==> src/design/console_pkg.sv <==
package console_pkg;

	////////////////////////////////
	// Basic data types
	////////////////////////////////

	// CPU data word
	typedef logic [31:0] word_t;
	// S-type index field
	typedef logic [9:0] index_t;
	// One map entry or one OAM lane
	typedef logic [7:0] byte_t;
	// Status LEDs
	typedef logic [7:0] led_t;

	// PPU store opcodes, all other codes ignored
	typedef enum logic [3:0] {
		ppu_oam_word = 4'h1,
		ppu_oam_byte = 4'h2,
		ppu_bg_tile  = 4'h3,
		ppu_bg_attr  = 4'h4
	} ppu_op_e;

	// Operand source from the CPU pipeline
	typedef enum logic [1:0] {
		fwd_none     = 2'd0,
		fwd_mem_alu  = 2'd1,
		fwd_wb_alu   = 2'd2,
		fwd_mem_load = 2'd3
	} fwd_sel_e;

	////////////////////////////////
	// Bus bundles
	////////////////////////////////

	// S-type store as issued by the CPU
	typedef struct packed {
		logic     en;
		ppu_op_e  opcode;
		index_t   index;
		word_t    value;
		// Index operand select
		fwd_sel_e fwd_src_in1;
		// Value operand select
		fwd_sel_e fwd_src_in2;
	} cpu_ppu_cmd_t;

	// Pipeline results for forwarding
	typedef struct packed {
		word_t mem_alu;
		word_t wb_alu;
		word_t mem_load;
	} fwd_bus_t;

	// OAM write request, one enable per byte lane
	typedef struct packed {
		logic [3:0] we;
		logic [5:0] addr;
		word_t      data;
	} oam_wr_t;

	// Background write request, shared address and data
	typedef struct packed {
		logic   tile_we;
		logic   attr_we;
		index_t addr;
		byte_t  data;
	} bg_wr_t;

	// Scan position and sync state
	typedef struct packed {
		logic [9:0] x;
		logic [9:0] y;
		logic       hsync;
		logic       vsync;
		logic       blank;
	} scan_pos_t;

endpackage

==> src/design/frame_tick_status.sv <==
`timescale 1ns/100ps

module frame_tick_status (
	input  logic                   clk_100mhz_buf,
	input  logic                   rst,
	input  console_pkg::scan_pos_t scan,
	input  console_pkg::oam_wr_t   oam_wr,
	input  logic                   keyboard_intr,
	output logic                   frame_tick,
	output console_pkg::led_t      leds
);

	// Last vsync level, idles high
	logic vsync_q;
	// Reset state one cycle back
	logic rst_q;

	////////////////////////////////
	// Frame tick
	////////////////////////////////

	always_ff @(posedge clk_100mhz_buf) begin
		if (rst) begin
			vsync_q <= 1'b1;
		end else begin
			vsync_q <= scan.vsync;
		end
	end

	// Keeps a stale edge from firing right out of reset
	always_ff @(posedge clk_100mhz_buf) begin
		rst_q <= rst;
	end

	// Falling vsync, masked just after reset
	assign frame_tick = vsync_q & ~scan.vsync & ~rst_q;

	////////////////////////////////
	// Status LEDs
	////////////////////////////////

	always_ff @(posedge clk_100mhz_buf) begin
		if (rst) begin
			leds <= '0;
		end else begin
			// Heartbeat per frame
			if (frame_tick) leds[0] <= ~leds[0];
			// Heartbeat per key
			if (keyboard_intr) leds[1] <= ~leds[1];
			// Last OAM slot touched
			if (|oam_wr.we) leds[7:2] <= oam_wr.addr;
		end
	end

endmodule

==> config.mk <==
export PLATFORM = sky130hd
export DESIGN_NAME = frame_tick_status
export DESIGN_NICKNAME = d
export VERILOG_FILES = /design/src/design/console_pkg.sv /design/src/design/frame_tick_status.sv
export SDC_FILE = /design/constraint.sdc
export NUM_CORES = 1
export LEC_CHECK = 0
export ABC_AREA = 1
export BUFFER_PORTS_ARGS = -buffer_cell sky130_fd_sc_hd__buf_2
export CORE_MARGIN = 2
export CORE_UTILIZATION = 27
export DETAILED_ROUTE_END_ITERATION = 16
export GPL_ROUTABILITY_DRIVEN = 1
export PLACE_DENSITY = 0.83
export SETUP_SLACK_MARGIN = 0.02
export SYNTH_ARGS = -nofsm -noshare
export SYNTH_HDL_FRONTEND = slang
export SYNTH_SLANG_ARGS = --single-unit
==> constraint.sdc <==
create_clock -name clk_100mhz_buf -period 1.65 [get_ports clk_100mhz_buf]
set_input_delay 0.165 -clock clk_100mhz_buf [delete_from_list [all_inputs] [get_ports clk_100mhz_buf]]
set_output_delay 0.165 -clock clk_100mhz_buf [all_outputs]
set_load 0.03 [all_outputs]
== Yosys cells after proc, flatten, opt, wreduce, memory -nomap -nowiden ==
Cells that the tools add are included.

* Bitwise operators: 6
* Reduce and logical (&&, ||, !) cells: 1

{| class="wikitable"
|+ Operators by type and width
! cell !! number
|-
| inverter 1 bit || 4
|-
| OR reduction 4 bit || 1
|-
| AND 1 bit || 2
|}

* Flip-flop bits (word level): 10
* Input bits: 68
* Word-level logic and storage cells: 12

== Depth between registers and ports, before layout ==
* Word-level depth: 3
* Mapped depth: 5

== Worst setup path after synthesis ==
OpenSTA, ideal clock, no wires.

* Path kind: register -> register
* Start point: reg leds[0]
* End point: reg leds[0]
* Setup time: 0.110 ns
* Arrival time: 0.717 ns
* Setup slack: 0.823 ns
* Cell stages (with the launch flop): 4
* Buffers on the path: 0
* Cells stage by stage: dfxtp_1 > nand4_1 > nand2_1 > nor2_1

* Word-level cells in the longest chain between the ends: 1

{| class="wikitable"
|+ RTL lines
! item !! RTL line !! RTL
|-
| start, declared || frame_tick_status.sv:10 || <nowiki>output console_pkg::led_t leds</nowiki>
|-
| start signal, assigned || frame_tick_status.sv:47 || <nowiki>if (frame_tick) leds[0] <= ~leds[0];</nowiki>
|-
| inverter 1 bit || frame_tick_status.sv:47 ||
|}

Every way passes these cells.
A chain may end at the register's enable or synchronous reset.

== Worst setup path in the final report ==
* Start point: reg rst_q
* End point: out frame_tick

* Word-level cells in the longest chain between the ends: 2

{| class="wikitable"
|+ RTL lines
! item !! RTL line !! RTL
|-
| start, declared || frame_tick_status.sv:16 || <nowiki>logic rst_q;</nowiki>
|-
| start signal, assigned || frame_tick_status.sv:32 || <nowiki>rst_q <= rst;</nowiki>
|-
| inverter 1 bit || frame_tick_status.sv:36 || <nowiki>assign frame_tick = vsync_q & ~scan.vsync & ~rst_q;</nowiki>
|-
| AND 1 bit || frame_tick_status.sv:36 ||
|-
| end, declared || frame_tick_status.sv:9 || <nowiki>output logic frame_tick,</nowiki>
|}

Every way passes these cells.

==> qor.yml <==
status: "finished clean"
post_synth_inst_count: 52
p_int_w: 0.000379
leakagePower_nw: 0.295
fillers: 168
grt_max_degree: 13
synth_nets: 120
root_buffer: "clkbuf_4"
syn_area_um2: 417
grt_pass1_vias: 373
firstDrtPassIters: 3
grt_overflow: 0
cts_buffers: 3
slowest_stage: "dfxtp_1"
powerDensity_nw_per_um2: 952
dp_hpwl_um: 635
min_path_type: "input port to register"
hold_viol: 0
vias: 395
fin_nets: 145
slowest_delay_ps: 300
antenna_found_initial: 0
rsz0062_at_grt: "false"
grt.total_usage_pct: 10.3
crit_fanout: 2
postCtsSetupRepairBufs: 0
drive_gt1_share_pct: 36.0
drtIter0Drc: 3
fin_crit_sh_pct: 66.6
pin_count: 77
power_w: 0.000521
arrival_ps: 930
vdd_drop_max_mv: 0.395
antenna_left: 0
min_period_ps: 1100
drv_cap: 0
relSlewSlack_pct: 70.5
max_freq_mhz: 910
synth_top_family_by_area: "simple AND/OR/NAND/NOR gates"
crit_path_frequent_cell: "inv_1"
drc: 0
clk_latency_ps: 250
path_class: "register to primary output"
sw_frac_of_total_pct: 27.3
synth_compound_area_share_pct: 7.21
final_cells: 91
placedCellCount: 88
areaGrowthSynthToFinish_pct: 31.2
core_um2: 1470
synth.distinct_cells: 11
dieArea_um2: 1870
pwr-share-seq_pct: 50.9
cts_max_level: 1
wl_um: 805
cts.sinks: 10
cp-end-kind: "primary output"
p_switching_w: 0.000142
p_clk_share_pct: 29.8
yosysWarningCount: 0
syn_avg_cell_area_um2: 8.01
ys_ff_latch: 10
multi_input_area_um2: 171
worstPathRequired_ps: 1480
yosysSeqAreaShare_pct: 48.0
max_slew.worst_pin.slew_ps: 443
finalMaxSlewViolations: 0
grt_pass1_wl_um: 1370
avgViaCountPerCell: 4.34
port_buffers: 22
wl_per_cell_um: 8.85
synth-xor-area-share_pct: 2.10
n_antenna_cell: 0
gp_congestion: 0.641
cts_buffer_depth: 2
hold_ws_ps: 37.0
initial_core_util_pct: 28.3
die_w_um: 43.3
crit_chain: "inv_1, nand3_1, inv_1, buf_2"
seqCellArea_um2: 200
die_h_um: 43.3
cts.reportedPaths.clkPinSlew_ps: 60
comb_power_share_pct: 19.3
tritoncts: "yes"
start_kind: "register"
hold_buffers: 0
cts.repair.resized: 0
mostFrequentLayoutCells: "buf_2 (22), dfxtp_1 (10), nand2_1 (9), nor2_1 (8)"
rows: 14
synthMuxAreaShare_pct: 0
synthSimpleGateAreaFrac_pct: 31.8
layout_commonest_cell: "buf_2"
final.setup.tns_ps: 0
setup_viol_count_final: 0
synth_adder_area_share_pct: 0
finalClockSkew_ps: 0.0500
-- stage by stage --
step	instance area (um2)	util, %	setup WS, ps
after CTS	547	37.2	537
after global placement	524	35.6	681
after detailed placement	524	35.6	612
after global routing	547	37.2	472
final	547	37.2	551
after floorplan	417	-	823
-- cell usage after synthesis --
cell type	number	share of area, %
nor2_1	8	7.2
nand2_1	9	8.1
nand4_1	1	1.5
dfxtp_1	10	48
a21oi_1	6	7.2
nand3_1	1	1.2
nor2_2	2	3.0
nand3b_1	6	11
buf_6	2	5.4
inv_1	6	5.4
xnor2_1	1	2.1
-- kinds of logic after synthesis --
logic type,count (synthesis)
xor+xnor,1
simple gates,27
compound gates,6
buf+inv,8
flops,10
-- worst max-delay path: cells and delay by family, from the launching register on --
kind                   cells  cell delay [ps]
and+or+nand+nor            1               90
DFF                        1              300
buffers and inverters      3              290
-- flip-flops by register name (all words and copies together), names as in the netlist --
| name | count |
|---|---|
| vsync_q | 1 |
| leds | 8 |
| rst_q | 1 |
-- layer usage --
metal	vias up	wire [um]	GRT usage, %
li1	213	-	-
met1	168	342	11.7
met2	14	380	15.2
met3	0	81	6.81
met4	0	0	3.64
met5	-	0	0
-- worst paths after layout --
check	from	to	slack, ps	cells after the start
max	rst_q$_DFF_P_	frame_tick	550	4
min	rst	rst_q$_DFF_P_	40	1
max reg2reg	rst_q$_DFF_P_	leds[0]$_SDFFE_PP0P_	960	5
min reg2reg	leds[1]$_SDFFE_PP0P_	leds[1]$_SDFFE_PP0P_	510	2
-- power by group through the flow --
stage | Clock, W | Combinational (W) | Sequential [W]
2_1_floorplan | 0 | 0.0000432 | 0.000297
3_3_place_gp | 0 | 0.0000995 | 0.000270
3_5_place_dp | 0 | 0.000103 | 0.000270
4_1_cts | 0.000163 | 0.000103 | 0.000265
5_1_grt | 0.000174 | 0.000113 | 0.000267
6_report | 0.000155 | 0.000101 | 0.000265
-- final cells by class --
cell class                 count  share of cell area (%)
tap                           16                    3.66
timing repair buffer          22                    20.1
clock buffer                   3                    4.12
multi-input combinational     34                    31.4
sequential                    10                    36.6
inverter                       6                    4.12
Note: power is estimated with default switching activity, not from simulation.
