===== src/design/console_pkg.sv =====
package console_pkg;

	////////////////////////////////
	// Basic data types
	////////////////////////////////

	// CPU data word
	typedef logic [31:0] word_t;
	// S-type index field
	typedef logic [9:0] index_t;
	// One map entry or one OAM lane
	typedef logic [7:0] byte_t;
	// Status LEDs
	typedef logic [7:0] led_t;

	// PPU store opcodes, all other codes ignored
	typedef enum logic [3:0] {
		ppu_oam_word = 4'h1,
		ppu_oam_byte = 4'h2,
		ppu_bg_tile  = 4'h3,
		ppu_bg_attr  = 4'h4
	} ppu_op_e;

	// Operand source from the CPU pipeline
	typedef enum logic [1:0] {
		fwd_none     = 2'd0,
		fwd_mem_alu  = 2'd1,
		fwd_wb_alu   = 2'd2,
		fwd_mem_load = 2'd3
	} fwd_sel_e;

	////////////////////////////////
	// Bus bundles
	////////////////////////////////

	// S-type store as issued by the CPU
	typedef struct packed {
		logic     en;
		ppu_op_e  opcode;
		index_t   index;
		word_t    value;
		// Index operand select
		fwd_sel_e fwd_src_in1;
		// Value operand select
		fwd_sel_e fwd_src_in2;
	} cpu_ppu_cmd_t;

	// Pipeline results for forwarding
	typedef struct packed {
		word_t mem_alu;
		word_t wb_alu;
		word_t mem_load;
	} fwd_bus_t;

	// OAM write request, one enable per byte lane
	typedef struct packed {
		logic [3:0] we;
		logic [5:0] addr;
		word_t      data;
	} oam_wr_t;

	// Background write request, shared address and data
	typedef struct packed {
		logic   tile_we;
		logic   attr_we;
		index_t addr;
		byte_t  data;
	} bg_wr_t;

	// Scan position and sync state
	typedef struct packed {
		logic [9:0] x;
		logic [9:0] y;
		logic       hsync;
		logic       vsync;
		logic       blank;
	} scan_pos_t;

endpackage


===== src/design/scan_timing.sv =====
`timescale 1ns/100ps

module scan_timing #(
	parameter int PIX_DIV  = 4,
	parameter int H_ACTIVE = 640,
	parameter int H_FRONT  = 16,
	parameter int H_SYNC   = 96,
	parameter int H_BACK   = 48,
	parameter int V_ACTIVE = 480,
	parameter int V_FRONT  = 10,
	parameter int V_SYNC   = 2,
	parameter int V_BACK   = 33
) (
	input  logic                   clk_100mhz_buf,
	input  logic                   rst,
	output console_pkg::scan_pos_t scan
);

	// Window edges in counter units
	localparam int H_SYNC_START = H_ACTIVE + H_FRONT;
	localparam int H_SYNC_END   = H_SYNC_START + H_SYNC;
	localparam int H_TOTAL      = H_SYNC_END + H_BACK;
	localparam int V_SYNC_START = V_ACTIVE + V_FRONT;
	localparam int V_SYNC_END   = V_SYNC_START + V_SYNC;
	localparam int V_TOTAL      = V_SYNC_END + V_BACK;
	localparam int DIV_W        = $clog2(PIX_DIV + 1);

	logic [DIV_W-1:0]       div_cnt;
	logic                   pix_en;
	logic [9:0]             h_cnt;
	logic [9:0]             v_cnt;
	console_pkg::scan_pos_t scan_d;

	////////////////////////////////
	// Pixel enable
	////////////////////////////////

	// Stands in for the 25 MHz pixel clock
	assign pix_en = (div_cnt == DIV_W'(PIX_DIV - 1));

	always_ff @(posedge clk_100mhz_buf) begin
		if (rst || pix_en) begin
			div_cnt <= '0;
		end else begin
			div_cnt <= div_cnt + 1'b1;
		end
	end

	// Line and frame counters, wrap at the totals
	always_ff @(posedge clk_100mhz_buf) begin
		if (rst) begin
			h_cnt <= '0;
			v_cnt <= '0;
		end else if (pix_en) begin
			if (h_cnt == 10'(H_TOTAL - 1)) begin
				h_cnt <= '0;
				v_cnt <= (v_cnt == 10'(V_TOTAL - 1)) ? 10'd0 : v_cnt + 10'd1;
			end else begin
				h_cnt <= h_cnt + 10'd1;
			end
		end
	end

	////////////////////////////////
	// Sync and blank decode
	////////////////////////////////

	// Syncs active low, blank high off the visible area
	always_comb begin
		scan_d.x     = h_cnt;
		scan_d.y     = v_cnt;
		scan_d.hsync = ~((h_cnt >= H_SYNC_START) && (h_cnt < H_SYNC_END));
		scan_d.vsync = ~((v_cnt >= V_SYNC_START) && (v_cnt < V_SYNC_END));
		scan_d.blank = (h_cnt >= H_ACTIVE) || (v_cnt >= V_ACTIVE);
	end

	// Reset value matches counters at zero
	always_ff @(posedge clk_100mhz_buf) begin
		if (rst) begin
			scan <= '{x: 10'd0, y: 10'd0, hsync: 1'b1, vsync: 1'b1, blank: 1'b0};
		end else begin
			scan <= scan_d;
		end
	end

endmodule


===== config.mk =====
export PLATFORM = sky130hd
export DESIGN_NAME = scan_timing
export DESIGN_NICKNAME = d
export VERILOG_FILES = /design/src/design/console_pkg.sv /design/src/design/scan_timing.sv
export SDC_FILE = /design/constraint.sdc
export NUM_CORES = 1
export LEC_CHECK = 0
export ABC_CLOCK_PERIOD_IN_PS = 2000
export BUFFER_PORTS_ARGS = -buffer_cell sky130_fd_sc_hd__buf_2
export CAP_MARGIN = 20
export CORE_ASPECT_RATIO = 1.75
export CORE_MARGIN = 2
export CORE_UTILIZATION = 50
export CTS_BUF_LIST = sky130_fd_sc_hd__clkbuf_4 sky130_fd_sc_hd__clkbuf_8 sky130_fd_sc_hd__clkbuf_16
export DETAILED_ROUTE_END_ITERATION = 16
export GPL_TIMING_DRIVEN = 0
export PLACE_DENSITY = 0.76
export SYNTH_ARGS = -nofsm -noshare
export SYNTH_HDL_FRONTEND = slang
export SYNTH_SLANG_ARGS = --single-unit
export TNS_END_PERCENT = 30

===== constraint.sdc =====
create_clock -name clk_100mhz_buf -period 2 [get_ports clk_100mhz_buf]
set_input_delay 0.3 -clock clk_100mhz_buf [delete_from_list [all_inputs] [get_ports clk_100mhz_buf]]
set_output_delay 0.3 -clock clk_100mhz_buf [all_outputs]
set_load 0.01 [all_outputs]

Word level (Yosys, flattened, before mapping)
Cells that the tools add are included.

Output and inout port bits: 23. Bits in registers: 46. Input bits: 2.

Bitwise gates (word level): 2. Eq/ne operators: 3. Multiplexer cells: 2. Order comparisons: 6. Reductions and logical operators: 5. Add/subtract/negate cells: 3.

Operator list (count): adder 10 x 1 -> 10 bit, second input constant (2); equality test 10 bit, second input constant (2); greater-or-equal comparator 10 bit, second input constant (2); greater-or-equal comparator 10 x 9 -> 1 bit, second input constant (2); 2-to-1 mux 10 bit (2); less-than comparator 10 bit, second input constant (1); less-than comparator 10 x 9 -> 1 bit, second input constant (1); adder 3 x 1 -> 3 bit, second input constant (1); equality test 3 x 2 -> 1 bit, second input constant (1); logical AND 1 bit (2); logical OR 1 bit (2); NOT 1 bit (2); AND reduction 2 bit (1).

Longest topological paths before layout
Depth after elaboration: 3. Gate-level depth with buffers: 7. Gate-level depth less buffers: 6.

Worst setup path before layout
OpenSTA, ideal clock, no wires.

Path kind: register to register. From: register h_cnt[1]. To: register v_cnt[4]. Data required time: 1.929 ns. Setup slack: 0.026 ns. Arrival time: 1.904 ns. Library setup time: 0.071 ns. Cell stages (with the launch flop): 7. Clock period less this slack: 1.974 ns. Cells stage by stage: dfxtp_1 > ha_1 > nand4b_1 > or3_4 > buf_6 > or4_1 > a21oi_1.

Cells in the longest elaborated chain, start to end: 2.

RTL lines: from (decl) (RTL line scan_timing.sv:30) `logic [9:0] h_cnt;`; from (signal assigned) (RTL line scan_timing.sv:59) `h_cnt <= h_cnt + 10'd1;`; equality test 10 bit (RTL line scan_timing.sv:55) `if (h_cnt == 10'(H_TOTAL - 1)) begin`; AND reduction 2 bit (no source line); to (signal assigned) (RTL line scan_timing.sv:57) `v_cnt <= (v_cnt == 10'(V_TOTAL - 1)) ? 10'd0 : v_cnt + 10'd1;`; to (decl) (RTL line scan_timing.sv:31) `logic [9:0] v_cnt;`.

Every way passes these cells. A chain may end at the register's enable or synchronous reset.

Final worst setup path
From: register h_cnt[0]. To: register v_cnt[4].

The elaborated chain is that of the path after synthesis.

==> qor.yml <==
status:
  status: "complete, but fails checks"
  violations: "negative setup slack"
power:
  leakagePower_nw: 0.857
  totalPowerFinal_mw: 1.61
  ir_drop_v: 0.000660
  powerDensity_mw_per_mm2: 724
global_route:
  grt_antenna_before_repair: 0
  grt.total_usage_pct: 20.1
  grt_pass1_vias: 1416
  grt_max_degree: 15
  grt_pass1_wl_um: 6340
  globalRouteOverflowTotal: 0
drt:
  drc_errors: 0
  ant_nets: 0
  viasPerCell: 5.36
  drtPass1Iterations: 5
  totalWireLength_um: 3800
  drtIter0Drc: 30
  wl_per_cell_um: 13.9
  vias: 1470
floorplanning:
  die_y_um: 83.3
  die-area_sq_mm: 0.00411
  initial_core_util_pct: 52.9
  fp.coreArea_sq_mm: 0.00340
  rows: 28
  die_w_um: 49.3
  ios: 25
cells_and_area:
  final_core_util_pct: 65.2
  n_antenna_cell: 0
  fill_cells: 292
  area_growth_pct: 23.3
  fin_nets: 237
  drive_above_1_share_pct: 24.5
job:
  drv_cap: 0
sta:
  finalSetupTns_ns: -0.0510
  setup_slack_ns: -0.0510
  final_max_slew_viol_count: 0
  max_slew_margin_pct: 46.6
  worst_pin_slew_ns: 0.794
  timing.final.hold_violations: 0
  timing.fmax_mhz: 488
  rsz0062_at_grt: "true"
  setup_viol: 1
  skew_ns: 0.00810
  hold_slack_ns: 0.387
  period_share_pct: 103
  fin_crit_ns: 2.05
placed_design:
  io_buffers: 23
  post-place-ws_ns: -0.204
  gp_congestion: 0.858
  dpl.hpwl_um: 2370
logic_synthesis:
  synth_cell_types: 39
  async_flop_share_pct: 0
  seq_area_frac_synth_pct: 51.3
  synth_commonest_cells: "dfxtp_1, nor2_1, nor2b_1"
  synth.area.top_cells: "dfxtp_1, nor2b_1, ha_1"
  synth_area_sq_mm: 0.00180
  synth_top_area_cell: "dfxtp_1"
  syn_avg_cell_area_sq_um: 9.51
  synth_warnings: 0
  synthCells: 189
  synth_seq_cells: 46
  yosysMostFrequentCell: "dfxtp_1"
  syn-num-nets: 198
  ys.flop_type: "dfxtp_1"
  synth_edf_count: 0
  synth.top_cell.area_share_pct: 51.3
clock_network:
  clock-root-buffer: "clkbuf_8"
  htreeDepth: 2
  cts_buffers: 5
  insertion_delay_ns: 0.30
  cts_tree: "yes"
  cts.clk_slew.worst_paths_ns: 0.08
  clk_path_buf_depth: 2
  cts_sinks: 46
setup_path:
  crit_arrival_ns: 2.29
  critical_path_class: "flop to flop"
  end_kind: "flop"
  cp-start-kind: "flop"
  path_max_fanout: 9
  cp.required_ns: 2.24
min_path:
  hold_class: "input pin to flop"
final timing paths:
| path | slack, ns | end | depth (start not counted) | start |
|---|---|---|---|---|
| setup / recovery | -0.05 | v_cnt[4] | 6 | h_cnt[0] |
| hold / removal | 0.39 | scan[20] | 2 | rst |
| setup reg to reg | -0.05 | v_cnt[4] | 6 | h_cnt[0] |
| hold reg to reg | 0.41 | div_cnt[0] | 1 | div_cnt[0] |
cell families after synthesis:
logic type,count (synthesis),synth area share [%]
fa+ha+maj,7,4.87
buf+inv,18,4.67
xor+xnor,9,4.39
simple gates,87,26.4
compound gates,20,7.24
flops,46,51.3
mux,2,1.18
stage by stage:
| stage | instance area [sq um] | std cells |
|---|---|---|
| after detailed placement | 1970 | 257 |
| after global placement | 1970 | 257 |
| after CTS | 2180 | 274 |
| final | 2220 | 274 |
| after floorplan | 1800 | 189 |
| after global routing | 2220 | 274 |
power breakdown:
group          internal [mW]  switching (mW)
logic                 0.0347          0.0487
clock network          0.278           0.301
registers              0.932          0.0111
cell type report:
class	instances	area, sq um	share of cell area [%]
clock buffer	6	82.6	3.73
sequential	46	930	42.0
timing repair buffer	32	194	8.75
inverter	8	30.0	1.36
clock inverter	2	12.5	0.565
buffer	10	53.8	2.43
multi-input combinational	125	857	38.7
tap	45	56.3	2.54
sequential cells by signal, summed over array words and instances (netlist names):
| signal | count |
|---|---|
| scan | 23 |
| h_cnt | 10 |
| v_cnt | 10 |
| div_cnt | 3 |
metal layers:
layer,global-route usage (%),up-vias,wire (um)
met1,20.7,684,1440
met2,34.9,43,2000
met5,0,-,0
li1,-,727,-
met4,14.5,0,209
met3,3.78,16,147
placed cells by master, fill, tap and decap left out, types with 4 or more instances in the layout:
master    instances
dfxtp_1          43
buf_2            24
nor2_1           23
nor2b_1          15
nor3_1            9
nand2_1           9
inv_1             8
clkbuf_1          7
nand3_1           7
nand4_1           6
xnor2_1           6
clkbuf_8          6
buf_4             6
buf_6             5
a21oi_1           5
ha_1              4
critical path, stage by stage, from the launching register on:
cell	delay [ns]
dfxtp_4	0.37
ha_4	0.15
nand4b_1	0.23
or3_4	0.44
buf_6	0.15
or4_1	0.52
a21oi_2	0.13
what timing repair did:
| item | in CTS | in global routing |
|---|---|---|
| setup endpoints to repair | 6 | 7 |
| hold buffers | 0 | 0 |
| endpoints found under the hold margin | 0 | 0 |
| setup buffers | 9 | 0 |
| pin swaps | 4 | 5 |
| gates resized for setup | 11 | 10 |
Power figures use the tool's default switching activity.
