`src/design/console_pkg.sv`:
```
package console_pkg;

	////////////////////////////////
	// Basic data types
	////////////////////////////////

	// CPU data word
	typedef logic [31:0] word_t;
	// S-type index field
	typedef logic [9:0] index_t;
	// One map entry or one OAM lane
	typedef logic [7:0] byte_t;
	// Status LEDs
	typedef logic [7:0] led_t;

	// PPU store opcodes, all other codes ignored
	typedef enum logic [3:0] {
		ppu_oam_word = 4'h1,
		ppu_oam_byte = 4'h2,
		ppu_bg_tile  = 4'h3,
		ppu_bg_attr  = 4'h4
	} ppu_op_e;

	// Operand source from the CPU pipeline
	typedef enum logic [1:0] {
		fwd_none     = 2'd0,
		fwd_mem_alu  = 2'd1,
		fwd_wb_alu   = 2'd2,
		fwd_mem_load = 2'd3
	} fwd_sel_e;

	////////////////////////////////
	// Bus bundles
	////////////////////////////////

	// S-type store as issued by the CPU
	typedef struct packed {
		logic     en;
		ppu_op_e  opcode;
		index_t   index;
		word_t    value;
		// Index operand select
		fwd_sel_e fwd_src_in1;
		// Value operand select
		fwd_sel_e fwd_src_in2;
	} cpu_ppu_cmd_t;

	// Pipeline results for forwarding
	typedef struct packed {
		word_t mem_alu;
		word_t wb_alu;
		word_t mem_load;
	} fwd_bus_t;

	// OAM write request, one enable per byte lane
	typedef struct packed {
		logic [3:0] we;
		logic [5:0] addr;
		word_t      data;
	} oam_wr_t;

	// Background write request, shared address and data
	typedef struct packed {
		logic   tile_we;
		logic   attr_we;
		index_t addr;
		byte_t  data;
	} bg_wr_t;

	// Scan position and sync state
	typedef struct packed {
		logic [9:0] x;
		logic [9:0] y;
		logic       hsync;
		logic       vsync;
		logic       blank;
	} scan_pos_t;

endpackage

```
`src/design/ppu_cmd_ctrl.sv`:
```
`timescale 1ns/100ps

module ppu_cmd_ctrl (
	input  logic                      clk_100mhz_buf,
	input  logic                      rst,
	input  console_pkg::cpu_ppu_cmd_t cmd,
	input  console_pkg::index_t       index,
	input  console_pkg::word_t        value,
	output console_pkg::oam_wr_t      oam_wr,
	output console_pkg::bg_wr_t       bg_wr
);

	// Next-cycle write request
	logic [3:0]          oam_we_d;
	console_pkg::word_t  oam_data_d;
	logic                tile_we_d;
	logic                attr_we_d;
	// Byte lane picked by the top index bits
	logic [1:0]          lane;

	// Registered requests
	logic [3:0]          oam_we_q;
	logic [5:0]          oam_addr_q;
	console_pkg::word_t  oam_data_q;
	logic                tile_we_q;
	logic                attr_we_q;
	console_pkg::index_t bg_addr_q;
	console_pkg::byte_t  bg_data_q;

	assign lane = index[9:8];

	////////////////////////////////
	// Opcode decode
	////////////////////////////////

	always_comb begin
		oam_we_d   = 4'b0000;
		oam_data_d = value;
		tile_we_d  = 1'b0;
		attr_we_d  = 1'b0;
		// Nothing happens without the enable
		if (cmd.en) begin
			case (cmd.opcode)
				// Whole word, all lanes
				console_pkg::ppu_oam_word: oam_we_d = 4'b1111;
				console_pkg::ppu_oam_byte: begin
					// One lane, low byte shifted into place
					oam_we_d   = 4'b0001 << lane;
					oam_data_d = console_pkg::word_t'(value[7:0]) << {lane, 3'b000};
				end
				console_pkg::ppu_bg_tile: tile_we_d = 1'b1;
				console_pkg::ppu_bg_attr: attr_we_d = 1'b1;
				// Unknown codes drop the command
				default: ;
			endcase
		end
	end

	////////////////////////////////
	// Request registers
	////////////////////////////////

	// Enables
	always_ff @(posedge clk_100mhz_buf) begin
		if (rst) begin
			oam_we_q  <= 4'b0000;
			tile_we_q <= 1'b0;
			attr_we_q <= 1'b0;
		end else begin
			oam_we_q  <= oam_we_d;
			tile_we_q <= tile_we_d;
			attr_we_q <= attr_we_d;
		end
	end

	// Address and data, qualified by the enables
	always_ff @(posedge clk_100mhz_buf) begin
		oam_addr_q <= index[5:0];
		oam_data_q <= oam_data_d;
		bg_addr_q  <= index;
		bg_data_q  <= value[7:0];
	end

	assign oam_wr = '{we: oam_we_q, addr: oam_addr_q, data: oam_data_q};
	assign bg_wr  = '{tile_we: tile_we_q, attr_we: attr_we_q, addr: bg_addr_q, data: bg_data_q};

endmodule

```
`config.mk`:
```
export PLATFORM = sky130hd
export DESIGN_NAME = ppu_cmd_ctrl
export DESIGN_NICKNAME = d
export VERILOG_FILES = /design/src/design/console_pkg.sv /design/src/design/ppu_cmd_ctrl.sv
export SDC_FILE = /design/constraint.sdc
export NUM_CORES = 1
export LEC_CHECK = 0
export BUFFER_PORTS_ARGS = -buffer_cell sky130_fd_sc_hd__buf_2
export CAP_MARGIN = 20
export CORE_MARGIN = 2
export CORE_UTILIZATION = 36
export DETAILED_ROUTE_END_ITERATION = 16
export HOLD_SLACK_MARGIN = 0.05
export MAX_ROUTING_LAYER = met4
export PLACE_DENSITY_LB_ADDON = 0.15
export SETUP_SLACK_MARGIN = 0.05
export SLEW_MARGIN = 20
export SYNTH_ARGS = -nofsm -noshare
export SYNTH_HDL_FRONTEND = slang
export SYNTH_SLANG_ARGS = --single-unit
```
`constraint.sdc`:
```
create_clock -name clk_100mhz_buf -period 1.8 [get_ports clk_100mhz_buf]
set_clock_uncertainty 0.2 [all_clocks]
set_input_delay 0.36 -clock clk_100mhz_buf [delete_from_list [all_inputs] [get_ports clk_100mhz_buf]]
set_output_delay 0.36 -clock clk_100mhz_buf [all_outputs]
set_load 0.03 [all_outputs]
```
* Word-level counts from Yosys, hierarchy flattened
Cells that the tools add are included.
** Word-level totals
- Register bits after elaboration :: 62
- Bits of input ports :: 95
- Output and inout port bits :: 62
- Word-level logic and storage cells :: 20
** Cells by class
- Eq/ne operators :: 4
- Shift-type cells :: 2
- Multiplexer cells :: 5
- Bitwise operators :: 1
- Reductions and logical operators :: 1
** Operators with widths (number)
- $mux W32 :: 2
- $shl A8 B5 Y32 :: 1
- $eq A4 B2 Y1 const B :: 2
- $pmux W4 S2 :: 1
- $eq A4 B1 Y1 const B :: 1
- $eq A4 B3 Y1 const B :: 1
- $shl A1 B2 Y4 const A :: 1
- $mux W1 :: 2
- $reduce_or A2 Y1 :: 1
- $not A1 Y1 :: 1

* Depth between registers and ports, before layout
- Depth after elaboration :: 3
- Gate-level depth with buffers :: 5
- Gate-level depth less buffers :: 3

* Least setup slack after synthesis
Ideal clock, no wire load.
- Path kind :: input to register
- From :: in cmd[49] (netlist name)
- To :: reg oam_data_q[20]
- Library setup time :: 0.117 ns
- Arrival :: 1.377 ns
- Data required time :: 1.483 ns
- Setup slack :: 0.106 ns
- Stages on the path :: 5
- Path buffers :: 2
- Path through :: or3b_1 -> buf_6 -> nand2b_4 -> buf_6 -> a22o_1
** Between the ends
- Longest elaborated chain between the ends :: 3
** RTL lines
- from (decl) :: line ppu_cmd_ctrl.sv:6 : input console_pkg::cpu_ppu_cmd_t cmd,
- $eq A4 B2 Y1 :: line ppu_cmd_ctrl.sv:43 : case (cmd.opcode)
- $mux W32 :: line ppu_cmd_ctrl.sv:43
- $mux W32 :: line ppu_cmd_ctrl.sv:42 : if (cmd.en) begin
- via oam_data_d[20] :: line ppu_cmd_ctrl.sv:15 : console_pkg::word_t oam_data_d;
- to (signal assigned) :: line ppu_cmd_ctrl.sv:79 : oam_data_q <= oam_data_d;
- to (decl) :: line ppu_cmd_ctrl.sv:24 : console_pkg::word_t oam_data_q;
The timed path passes the listed nets, and every way through them passes these cells.
A chain may end at the register's enable or synchronous reset.

* Worst setup path in the final report
- From :: in cmd[49] (netlist name)
- To :: reg oam_data_q[24]
Same word-level chain as after synthesis.

==> metrics.md <==
| Metric | Value |
|---|---|
| Outcome | finished, final reports clean |
| Worst EP arrival | 1.47 ns |
| Ports | 157 |
| Slew Limit Fails | 0 |
| FMAX | 674.6 MHz |
| Sequential share of the synthesized area | 64.60% |
| Port-buffer cells | 110 |
| Via count | 1555 |
| Post-DR vias/cell | 4.560 |
| Die width | 73.43 um |
| Clk sinks | 56 |
| First-pass GRT wire length | 6486 um |
| GRT Total Usage | 16.47% |
| Area share of and/or/nand/nor cells after synthesis | 14.42% |
| Pwr dens | 965.8 nW/um^2 |
| Post-CTS sizing | 0 |
| Yosys cell types | 22 |
| H-Tree Depth | 2 |
| Worst vdd ir | 0.4638 mV |
| Setup CP Type | primary input to register |
| Worst Hold Class | primary input to register |
| Netlist Area Pre-Place | 1735 sq um |
| Worst Setup End Kind | register |
| Post-synthesis adder-cell area fraction | 0% |
| Post-layout minimum cycle time | 1.482 ns |
| Most common cell after layout, fill and taps aside | buf_2 |
| NumNets Final | 381 |
| Starting Density | 36.99% |
| Leakage power | 1.241 nW |
| Startpoint Class | primary input |
| Routed Antenna Nets | 0 |
| Final Util | 55.31% |
| RSZ-0062 raised after global routing | no |
| Largest family of logic cells by synthesized area | compound AO/OA/AOI/OAI gates |
| Final std cells w/o fill | 341 |
| Cells after Synth | 159 |
| Max FO, Critical Path | 5 |
| DRC viols | 0 |
| Hold Vio Cnt, Final | 0 |
| GP Congestion | 0.6985 |
| Place WS | -0.02851 ns |
| Setup tns final | 0 ns |
| Worst slew pin tran | 0.3860 ns |
| Most frequent cells in the layout | buf_2, dfxtp_1, o21ai_0 |
| Synth Warn # | 0 |
| Final period util | 82.36% |
| Critical Path RT | 1.79 ns |
| # setup viols final | 0 |
| Diodes inserted | 0 |
| Reg clk slew, reported paths | 0.09 ns |
| Via count of the first global-routing pass | 1372 |
| Syn avg cell area | 10.91 sq um |
| Die Y | 73.43 um |
| Total congestion overflow | 0 |
| Post-Route WL | 4240 um |
| Average wire per standard cell | 12.43 um |
| Mux cell area share after synthesis | 0% |
| Fraction of layout cells with a size suffix above 1 | 45.30% |
| Max cap viols | 0 |
| Layout area overhead | 49.53% |
| Post-synthesis xor/xnor area fraction | 0% |
| Tot Pwr | 0.002506 W |
| Compound-cell area share of the yosys netlist | 14.42% |
| # rows | 25 |
| Post-CTS Setup Bufs | 0 |
| Die area | 5392 sq um |
| Post-DP HPWL | 3097 um |
| Final setup margin | 0.3176 ns |
| Initial antenna violation count | 0 |
| Mapped Nets | 254 |
| Flops & latches, synth | 56 |
| Largest net degree at the start of global routing | 25 |
| CTS Root Cell | clkbuf_8 |
| Normalized max-slew margin | 74.27% |
| TritonCTS buffer count | 5 |
| DR pass1 iterations | 4 |
| Core area | 4692 sq um |
| Max clock buf depth | 2 |
| TritonCTS clock tree | done |
| Iteration-0 DRC Markers | 49 |
| Dpl cells | 317 |
## final cells by class
| cell class | count | area (sq um) |
|---|---|---|
| flip-flops and latches | 56 | 1121 |
| clock inverters | 2 | 35.03 |
| repair buffers | 136 | 798.3 |
| clock buffers | 6 | 72.57 |
| fillers | 437 | 2097 |
| well taps | 54 | 67.56 |
| multi-input cells | 87 | 500.5 |
## timing repair
| item | CTS | global route |
|---|---|---|
| hold buffers | 16 | 0 |
| endpoints found under the hold margin | 16 | 0 |
| endpoints found under the setup margin | 0 | 0 |
## metal layers
metal  part of all wire (%)  GRT usage, %  vias to the layer above
met5                      0             -                        -
met2                     47         25.83                       63
met1                     45         20.24                      701
li1                       -             -                      785
met4                    1.2         5.455                        0
met3                    7.5         5.075                        6
## registers in the layout, summed over array words and instances, names as in the netlist
register,flops
oam_data_q,32
tile_we_q,1
bg_data_q,8
oam_we_q,4
bg_addr_q,10
attr_we_q,1
## power breakdown
| part | switching, W | total [W] | leakage, nW | internal (W) |
|---|---|---|---|---|
| logic | 0.000252 | 0.000402 | 0.716 | 0.000149 |
| clock network | 0.000372 | 0.000785 | 0.0552 | 0.000413 |
| registers | 0.0000149 | 0.00132 | 0.470 | 0.00130 |
## cell usage after synthesis
master     number  area, sq um
nor2b_1         9        56.30
nand2b_1        3        18.77
a22o_1          8        70.07
nor3b_1         1        7.510
or3b_1          1        8.760
and2b_1         1        7.510
buf_6           3        33.78
nand3_1         9        45.04
clkbuf_1        4        15.01
nand2_1        11        41.29
buf_4           8        60.06
nand4bb_1       1        11.26
nor2_2          1        6.260
and3_1          1        6.260
buf_2           1        5.000
a21oi_1         4        20.02
o21ai_0        31        155.2
dfxtp_1        56         1121
o21ai_1         1        5.000
nor3_4          1        16.27
nand2b_4        1        13.76
nor2_1          3        11.26
## through the flow
step	hold WS, ns	instance area (sq um)
2_1_floorplan	0.1877	1735
3_3_place_gp	0.2628	2327
3_5_place_dp	0.2641	2327
4_1_cts	0.05770	2595
5_1_grt	0.06064	2595
6_report	0.06762	2595
## cells by family (layout without fill, tap and decap cells)
family          after synthesis  after routing
flops                        56             56
compound gates               44             44
simple gates                 43             43
buf+inv                      16            144
## worst max-delay path, cell delays in order
cell and delay (ns):
buf_2 0.10, or3b_1 0.42, buf_4 0.18, buf_4 0.14, o21ai_0 0.16, o21ai_0 0.10
## path summary, 6_finish.rpt
path / startpoint / end / slack [ns] / depth (start not counted)
setup / recovery: cmd[49] / oam_data_q[24]$_DFF_P_ / 0.32 / 6
hold / removal: value[22] / oam_data_q[22]$_DFF_P_ / 0.07 / 2
Note: power is estimated with default switching activity, not from simulation.
