[src/design/console_pkg.sv]
package console_pkg;

	////////////////////////////////
	// Basic data types
	////////////////////////////////

	// CPU data word
	typedef logic [31:0] word_t;
	// S-type index field
	typedef logic [9:0] index_t;
	// One map entry or one OAM lane
	typedef logic [7:0] byte_t;
	// Status LEDs
	typedef logic [7:0] led_t;

	// PPU store opcodes, all other codes ignored
	typedef enum logic [3:0] {
		ppu_oam_word = 4'h1,
		ppu_oam_byte = 4'h2,
		ppu_bg_tile  = 4'h3,
		ppu_bg_attr  = 4'h4
	} ppu_op_e;

	// Operand source from the CPU pipeline
	typedef enum logic [1:0] {
		fwd_none     = 2'd0,
		fwd_mem_alu  = 2'd1,
		fwd_wb_alu   = 2'd2,
		fwd_mem_load = 2'd3
	} fwd_sel_e;

	////////////////////////////////
	// Bus bundles
	////////////////////////////////

	// S-type store as issued by the CPU
	typedef struct packed {
		logic     en;
		ppu_op_e  opcode;
		index_t   index;
		word_t    value;
		// Index operand select
		fwd_sel_e fwd_src_in1;
		// Value operand select
		fwd_sel_e fwd_src_in2;
	} cpu_ppu_cmd_t;

	// Pipeline results for forwarding
	typedef struct packed {
		word_t mem_alu;
		word_t wb_alu;
		word_t mem_load;
	} fwd_bus_t;

	// OAM write request, one enable per byte lane
	typedef struct packed {
		logic [3:0] we;
		logic [5:0] addr;
		word_t      data;
	} oam_wr_t;

	// Background write request, shared address and data
	typedef struct packed {
		logic   tile_we;
		logic   attr_we;
		index_t addr;
		byte_t  data;
	} bg_wr_t;

	// Scan position and sync state
	typedef struct packed {
		logic [9:0] x;
		logic [9:0] y;
		logic       hsync;
		logic       vsync;
		logic       blank;
	} scan_pos_t;

endpackage

[src/design/operand_fwd_mux.sv]
`timescale 1ns/100ps

module operand_fwd_mux #(
	parameter type payload_t = console_pkg::word_t
) (
	input  console_pkg::fwd_sel_e sel,
	input  payload_t              field,
	input  console_pkg::fwd_bus_t fwd,
	output payload_t              operand
);

	// Forwarded words cut down to the payload width
	always_comb begin
		case (sel)
			// Pipeline ALU result, MEM stage
			console_pkg::fwd_mem_alu:  operand = payload_t'(fwd.mem_alu);
			// Pipeline ALU result, WB stage
			console_pkg::fwd_wb_alu:   operand = payload_t'(fwd.wb_alu);
			// Load data, MEM stage
			console_pkg::fwd_mem_load: operand = payload_t'(fwd.mem_load);
			// No hazard, command field as is
			default:                   operand = field;
		endcase
	end

endmodule

[config.mk]
export PLATFORM = sky130hd
export DESIGN_NAME = operand_fwd_mux
export DESIGN_NICKNAME = d
export VERILOG_FILES = /design/src/design/console_pkg.sv /design/src/design/operand_fwd_mux.sv
export SDC_FILE = /design/constraint.sdc
export NUM_CORES = 1
export LEC_CHECK = 0
export ABC_AREA = 1
export BUFFER_PORTS_ARGS = -buffer_cell sky130_fd_sc_hd__buf_2
export CORE_AREA = 2 2 62 64
export DETAILED_ROUTE_END_ITERATION = 7
export DIE_AREA = 0 0 64 66
export GPL_ROUTABILITY_DRIVEN = 1
export GPL_TIMING_DRIVEN = 0
export PLACE_DENSITY = 0.83
export SLEW_MARGIN = 20
export SYNTH_ARGS = -nofsm -noshare
export SYNTH_HDL_FRONTEND = slang
export SYNTH_SLANG_ARGS = --single-unit
[constraint.sdc]
create_clock -name vclk -period 0.8
set_input_delay 0.04 -clock vclk [all_inputs]
set_output_delay 0.04 -clock vclk [all_outputs]
set_load 0.02 [all_outputs]
* Yosys cells after proc, flatten, opt, wreduce, memory -nomap -nowiden
Cells that the tools add are included.
** Storage, ports and cells
- Bits in registers :: 0
- Latch bits :: 0
- Memory bits (writable) :: 0
- Memory bits (read-only) :: 0
- Input bits :: 130
- Output and inout port bits :: 32
- Logic and storage cells :: 4
- Memories :: 0
** Operators by class
- Add/sub/neg operators :: 0
- Multiply operators :: 0
- Divide/modulo/power cells :: 0
- Order comparisons :: 0
- Eq/ne operators :: 3
- Shift operators :: 0
- Mux-type cells :: 1
- Bitwise gates (word level) :: 0
- Reductions and logical operators :: 0
** Operators with widths (count)
- $pmux 32 s3 :: 1
- $eq 2x2->1 const B :: 2
- $eq 2x1->1 const B :: 1

* Depth between registers and ports, before layout
Gate-level depths: netlist of run 1.
- Depth after elaboration :: 2
- Gate-level depth with buffers :: 4
- Mapped depth without buffers :: 3

* Worst setup path after synthesis of run 1
Ideal clock, no wire load.
- Path type :: in2out
- Start point :: input sel[0]
- End point :: output operand[11] (netlist bit)
- Arrival time :: 612 ps
- Data required time :: 760 ps
- Setup slack :: 148 ps
- Stages :: 4
- Path through :: buf_6 -> buf_4 -> nand3_1 -> nand4_1
** RTL lines
- start: declaration :: RTL line operand_fwd_mux.sv:6 : input console_pkg::fwd_sel_e sel,
- end: declaration :: RTL line operand_fwd_mux.sv:9 : output payload_t operand

==> metrics.md, run 1 <==
| Metric | Value |
|---|---|
| Critical Path AT | 0.85 ns |
| Sequential area share after synthesis | 0% |
| Library cells used by synthesis | 11 |
| Fin crit period | 0.8857 ns |
| CP max stage cell | buf_4 |
| Post-synth design cell area | 1079 µm² |
| Leak pwr | 1.279 nW |
| Clock buffers | 0 |
| Synth Area in Simple Gates | 79.47% |
| Largest family of logic cells by synthesized area | simple AND/OR/NAND/NOR gates |
| FF/Latch Area | 0 µm² |
| Slew Limit Fails | 0 |
| Via density | 5.418 |
| Total GRT Usage | 27.24% |
| RSZ-0062 raised after global routing | yes |
| Layout cell share with drive strength beyond 1 | 63.09% |
| CP max FO | 8 |
| WL final | 6486 µm |
| Max Cap Violations | 0 |
| Fillers | 306 |
| Fmax | 1129 MHz |
| Drt drc | 0 |
| Post-layout nets | 495 |
| Top area cells in the synthesized netlist | nand3_1 (40%), nand4_1 (19%), nand2_1 (11%) |
| Vias | 2227 |
| Mapped Cells | 186 |
| Final Cycle Share | 110.7% |
| Largest vdd supply drop | 0.3934 mV |
| Final setup vio count | 32 |
| Wire per inst | 15.78 µm |
| Crit Path Class | in -> out |
| Fin util | 70.93% |
| Full die area | 4224 µm² |
| Core Rows | 22 |
| Ant diodes | 0 |
| Psw | 0.8078 mW |
| ANT nets after route | 0 |
| Initial antenna violation count | 0 |
| Post-Synth XOR/XNOR Area | 0% |
| IO Port Bufs | 162 |
| Drt initial violations | 153 |
| YS warnings | 0 |
| Highest routed layer | met4 |
| Initial Util | 30.37% |
| GRT Residual Overflow | 0 |
| Sequential Power Share | 0% |
| Startpoint Class | input pin |
| Top-area cell type share of the netlist area | 39.91% |
| Delay-heaviest family, CP | buffers and inverters |
| Slowest stage delay, CP | 0.15 ns |
| FF+latch count | 0 |
| CP cell instances | buf_12 -> nor2_4 -> buf_12 -> buf_4 -> nand2_1 -> nand4_1 -> buf_4 |
| GP Congestion | 0.7890 |
| PnR worst setup slack | -0.08572 ns |
| Slew headroom | 90.73% |
| Die height | 66 µm |
| Clock power share | 0% |
| Endpoint class of the critical path | primary output |
| Cell taking the most area after synthesis | nand3_1 |
| Comb pwr share | 100.0% |
| DR pass1 iterations | 5 |
| Fin. Hold Viols | 0 |
| Failing checks | negative setup slack |
| Met2 WL post-DR | 3342 µm |
| Vias in the first global route | 2053 |
| Hold Slack | 0.3875 ns |
| Worst path bufs/invs | 4 |
| Adder-cell share of the synthesized area | 0% |
| Req. time, crit path | 0.76 ns |
| Status | finished, violations left |
| Metal3 WL | 502 µm |
| Switching share of power | 48.07% |
| Cell Int Power | 0.8726 mW |
| Power Density | 667.2 nW/µm² |
| Least-Margin Pin Slew | 0.1388 ns |
| Die Wd | 64 µm |
| Hold Path Class | in -> out |
| Mean post-synth cell area | 5.799 µm² |
| Pre-CTS WS | -0.1831 ns |
| Compound-Gate Fraction of Synth Area | 0% |
| Syn Nets | 316 |
| Post-synthesis mux area share | 0% |
| Core Area | 3551 µm² |
| First-pass GRT wire length | 9425 µm |
| IO Pins | 162 |
| P&R area growth vs syn | 133.5% |
| M1 WL | 2568 µm |
| Pin count of the biggest net entering global routing | 11 |
| Dpl hpwl | 4387 µm |
## layout by cell type, fill, tap and decap left out
cell type and instances:
inv_4 1, buf_16 4, nand2_1 28, buf_6 18, nand4_1 32, nand3_1 74, buf_2 128, buf_4 31
inv_2 1, nor2_4 1, buf_8 11, buf_12 8, nand2_4 1, nand3_2 22, nand2_2 3
## layout make-up
type	count	area [µm²]	area share, %
Inverter	2	10.01	0.3974
Multi-Input combinational cell	161	937.1	37.21
Timing Repair Buffer	177	1167	46.35
Tap cell	48	60.06	2.384
Buffer	23	344.1	13.66
## what timing repair did
action | CTS | global route
setup buffers | 6 | 1
hold buffers | 0 | 0
gates resized for setup | 86 | 28
gates cloned | 5 | 3
setup endpoints to repair | 32 | 32
pin swaps | 8 | 9
hold endpoints to repair | 0 | 0
## per-layer routing
layer,track usage (%),up-vias
li1,-,1055
met1,33.43,1033
met2,51.30,129
met3,2.555,10
met4,5.163,0
met5,0,-
## synth_stat cells
master	count
inv_2	2
buf_4	6
nand3_2	10
nand4_1	32
buf_12	1
nor2_2	1
buf_2	8
nand3_1	86
nand2_1	32
buf_8	5
buf_6	3
## stage by stage
step                      std cells  power, mW  cell area [µm²]  setup TNS (ns)
after floorplan                 186     0.6719             1079               0
after global placement          396      1.233             1949          -4.438
after detailed placement        396      1.247             1949          -4.962
after CTS                       407      1.560             2380         -0.3482
after global routing            411      1.780             2519          -2.308
final                           411      1.680             2519          -1.293
## tightest hold or removal path: cells and delay by family
kind                   cells  cell delay, ns
AND/OR/NAND/NOR            2            0.10
buffers and inverters      2            0.20
## cells by family (layout without fill, tap and decap cells)
group | count (synthesis) | after routing
simple gates | 161 | 161
buf+inv | 25 | 202
## worst paths after layout
kind	start	slack, ns	end	depth (start not counted)
worst max-delay path	sel[0]	-0.09	operand[2]	7
worst min-delay path	field[1]	0.39	operand[1]	4
## power groups by stage
stage          logic [mW]  clock network, mW  registers (mW)
5_1_grt              1.78                  0               0
2_1_floorplan       0.672                  0               0
3_3_place_gp         1.23                  0               0
3_5_place_dp         1.25                  0               0
4_1_cts              1.56                  0               0
6_report             1.68                  0               0
Power figures use the tool's default switching activity.
==> run 2, diff against run 1 <==
--- a/config.mk
+++ b/config.mk
@@ -12,7 +12,7 @@
 export DIE_AREA = 0 0 64 66
 export GPL_ROUTABILITY_DRIVEN = 1
 export GPL_TIMING_DRIVEN = 0
-export PLACE_DENSITY = 0.83
+export PLACE_DENSITY = 0.89
 export SLEW_MARGIN = 20
 export SYNTH_ARGS = -nofsm -noshare
 export SYNTH_HDL_FRONTEND = slang
==> run 2 against run 1 <==
  * The flow still finishes with violations (negative setup slack)
  * Via count decreased by 0.54%
  * Die area unchanged
  * Global-route usage increased by 0.29 points
  * Sequential share of layout area unchanged
  * Critical path type unchanged
  * Critical endpoint is now operand[0]
  * Largest cell class unchanged
  * Largest power group unchanged
==> metrics.md, run 2 (synthesis gave the netlist of run 1 again) <==
| Metric | Value |
|---|---|
| Hold Path Class | in -> out |
| PnR worst setup slack | -0.09656 ns |
| Core Rows | 22 |
| Fin crit period | 0.8966 ns |
| FF+latch count | 0 |
| Layout Cells excl Fill | 407 |
| Req. time, crit path | 0.76 ns |
| Hold_buf cts | 0 |
| Via density | 5.442 |
| Core Area | 3551 µm² |
| Dpl hpwl | 4488 µm |
| Startpoint Class | input pin |
| Delay-heaviest family, CP | buffers and inverters |
| DR pass1 iterations | 4 |
| Power Density | 662.5 nW/µm² |
| Final Cycle Share | 112.1% |
| Highest-count cells in the layout ignoring fill and taps | buf_2 (128), nand3_1 (64), nand3_2 (32), nand4_1 (32), buf_4 (30) |
| Most common cell after layout, fill and taps aside | buf_2 |
| Post-layout nets | 491 |
| Least-Margin Pin Slew | 0.1212 ns |
| Leak pwr | 1.247 nW |
| Largest vdd supply drop | 0.3969 mV |
| Layout cell share with drive strength beyond 1 | 68.80% |
| Full die area | 4224 µm² |
| Slowest stage delay, CP | 0.17 ns |
| Fin. Hold Viols | 0 |
| Clock buffers | 0 |
| Vias in the first global route | 2078 |
| FF/Latch Area | 0 µm² |
| Die height | 66 µm |
| WL final | 6633 µm |
| Crit Path Class | in -> out |
| Fmax | 1115 MHz |
| Endpoint class of the critical path | primary output |
| P&R area growth vs syn | 131.4% |
| Ant diodes | 0 |
| Setup TNS | -1.176 ns |
| Drt drc | 0 |
| Failing checks | negative setup slack |
| ANT nets after route | 0 |
| Fin util | 70.30% |
| Die Wd | 64 µm |
| Drt initial violations | 99 |
| Initial Util | 30.37% |
| CP max stage cell | buf_4 |
| IO Port Bufs | 162 |
| Pin count of the biggest net entering global routing | 11 |
| Dpl cells | 396 |
| Worst path bufs/invs | 4 |
| Max Cap Violations | 0 |
| CP cell instances | buf_8 -> nor2_4 -> buf_6 -> buf_6 -> nand2_2 -> nand4_1 -> buf_4 |
| Top cell by count, worst path | buf_6 |
| Fillers | 297 |
| Slew headroom | 91.89% |
| First-pass GRT wire length | 9439 µm |
| Status | finished, violations left |
| Slew Limit Fails | 0 |
| Initial antenna violation count | 0 |
| Critical Path AT | 0.86 ns |
| GRT Residual Overflow | 0 |
| CP max FO | 6 |
| Final setup vio count | 31 |
| RSZ-0062 raised after global routing | yes |
| Total GRT Usage | 27.53% |
| Vias | 2215 |
| IO Pins | 162 |
| GP Congestion | 0.8626 |
| Final Power | 1.654 mW |
| Wire per inst | 16.30 µm |
[run 2: worst paths after layout]
check / startpoint / to / cells past startpoint
max: sel[1] / operand[0] / 7
min: field[23] / operand[23] / 4
[run 2: per-stage QoR]
step | worst slack [ns] | hold slack, ns | area, µm²
2_1_floorplan | 0.1480 | 0.2841 | 1079
3_3_place_gp | -0.2066 | 0.4012 | 1949
3_5_place_dp | -0.1996 | 0.4025 | 1949
4_1_cts | -0.02607 | 0.3889 | 2356
5_1_grt | -0.1219 | 0.4018 | 2496
6_report | -0.09656 | 0.3885 | 2496
[run 2: cell type report]
type	instances	area [µm²]	area share, %
inverters	2	7.507	0.3008
plain buffers	23	320.3	12.83
multi-input cells	161	1012	40.55
repair buffers	173	1096	43.91
well taps	48	60.06	2.406
[run 2: what timing repair did]
item                                    4_1_cts  5_1_grt
gates cloned                                  5        1
resized for setup                            93       31
pin swaps                                    10        8
hold endpoints to repair                      0        0
buffers inserted                              5        0
endpoints found under the setup margin       32       32
[run 2: report_power, final]
group          internal [mW]  switching (mW)  leakage, nW
Combinational          0.832           0.822         1.25
Clock                      0               0            0
Sequential                 0               0            0
[run 2: metal layers]
layer,up-vias,track usage [%],share of wire [%]
li1,1045,-,-
met1,1022,31.50,36
met5,-,0,0
met2,132,54.17,54
met4,0,4.620,2.2
met3,16,3.748,8.1
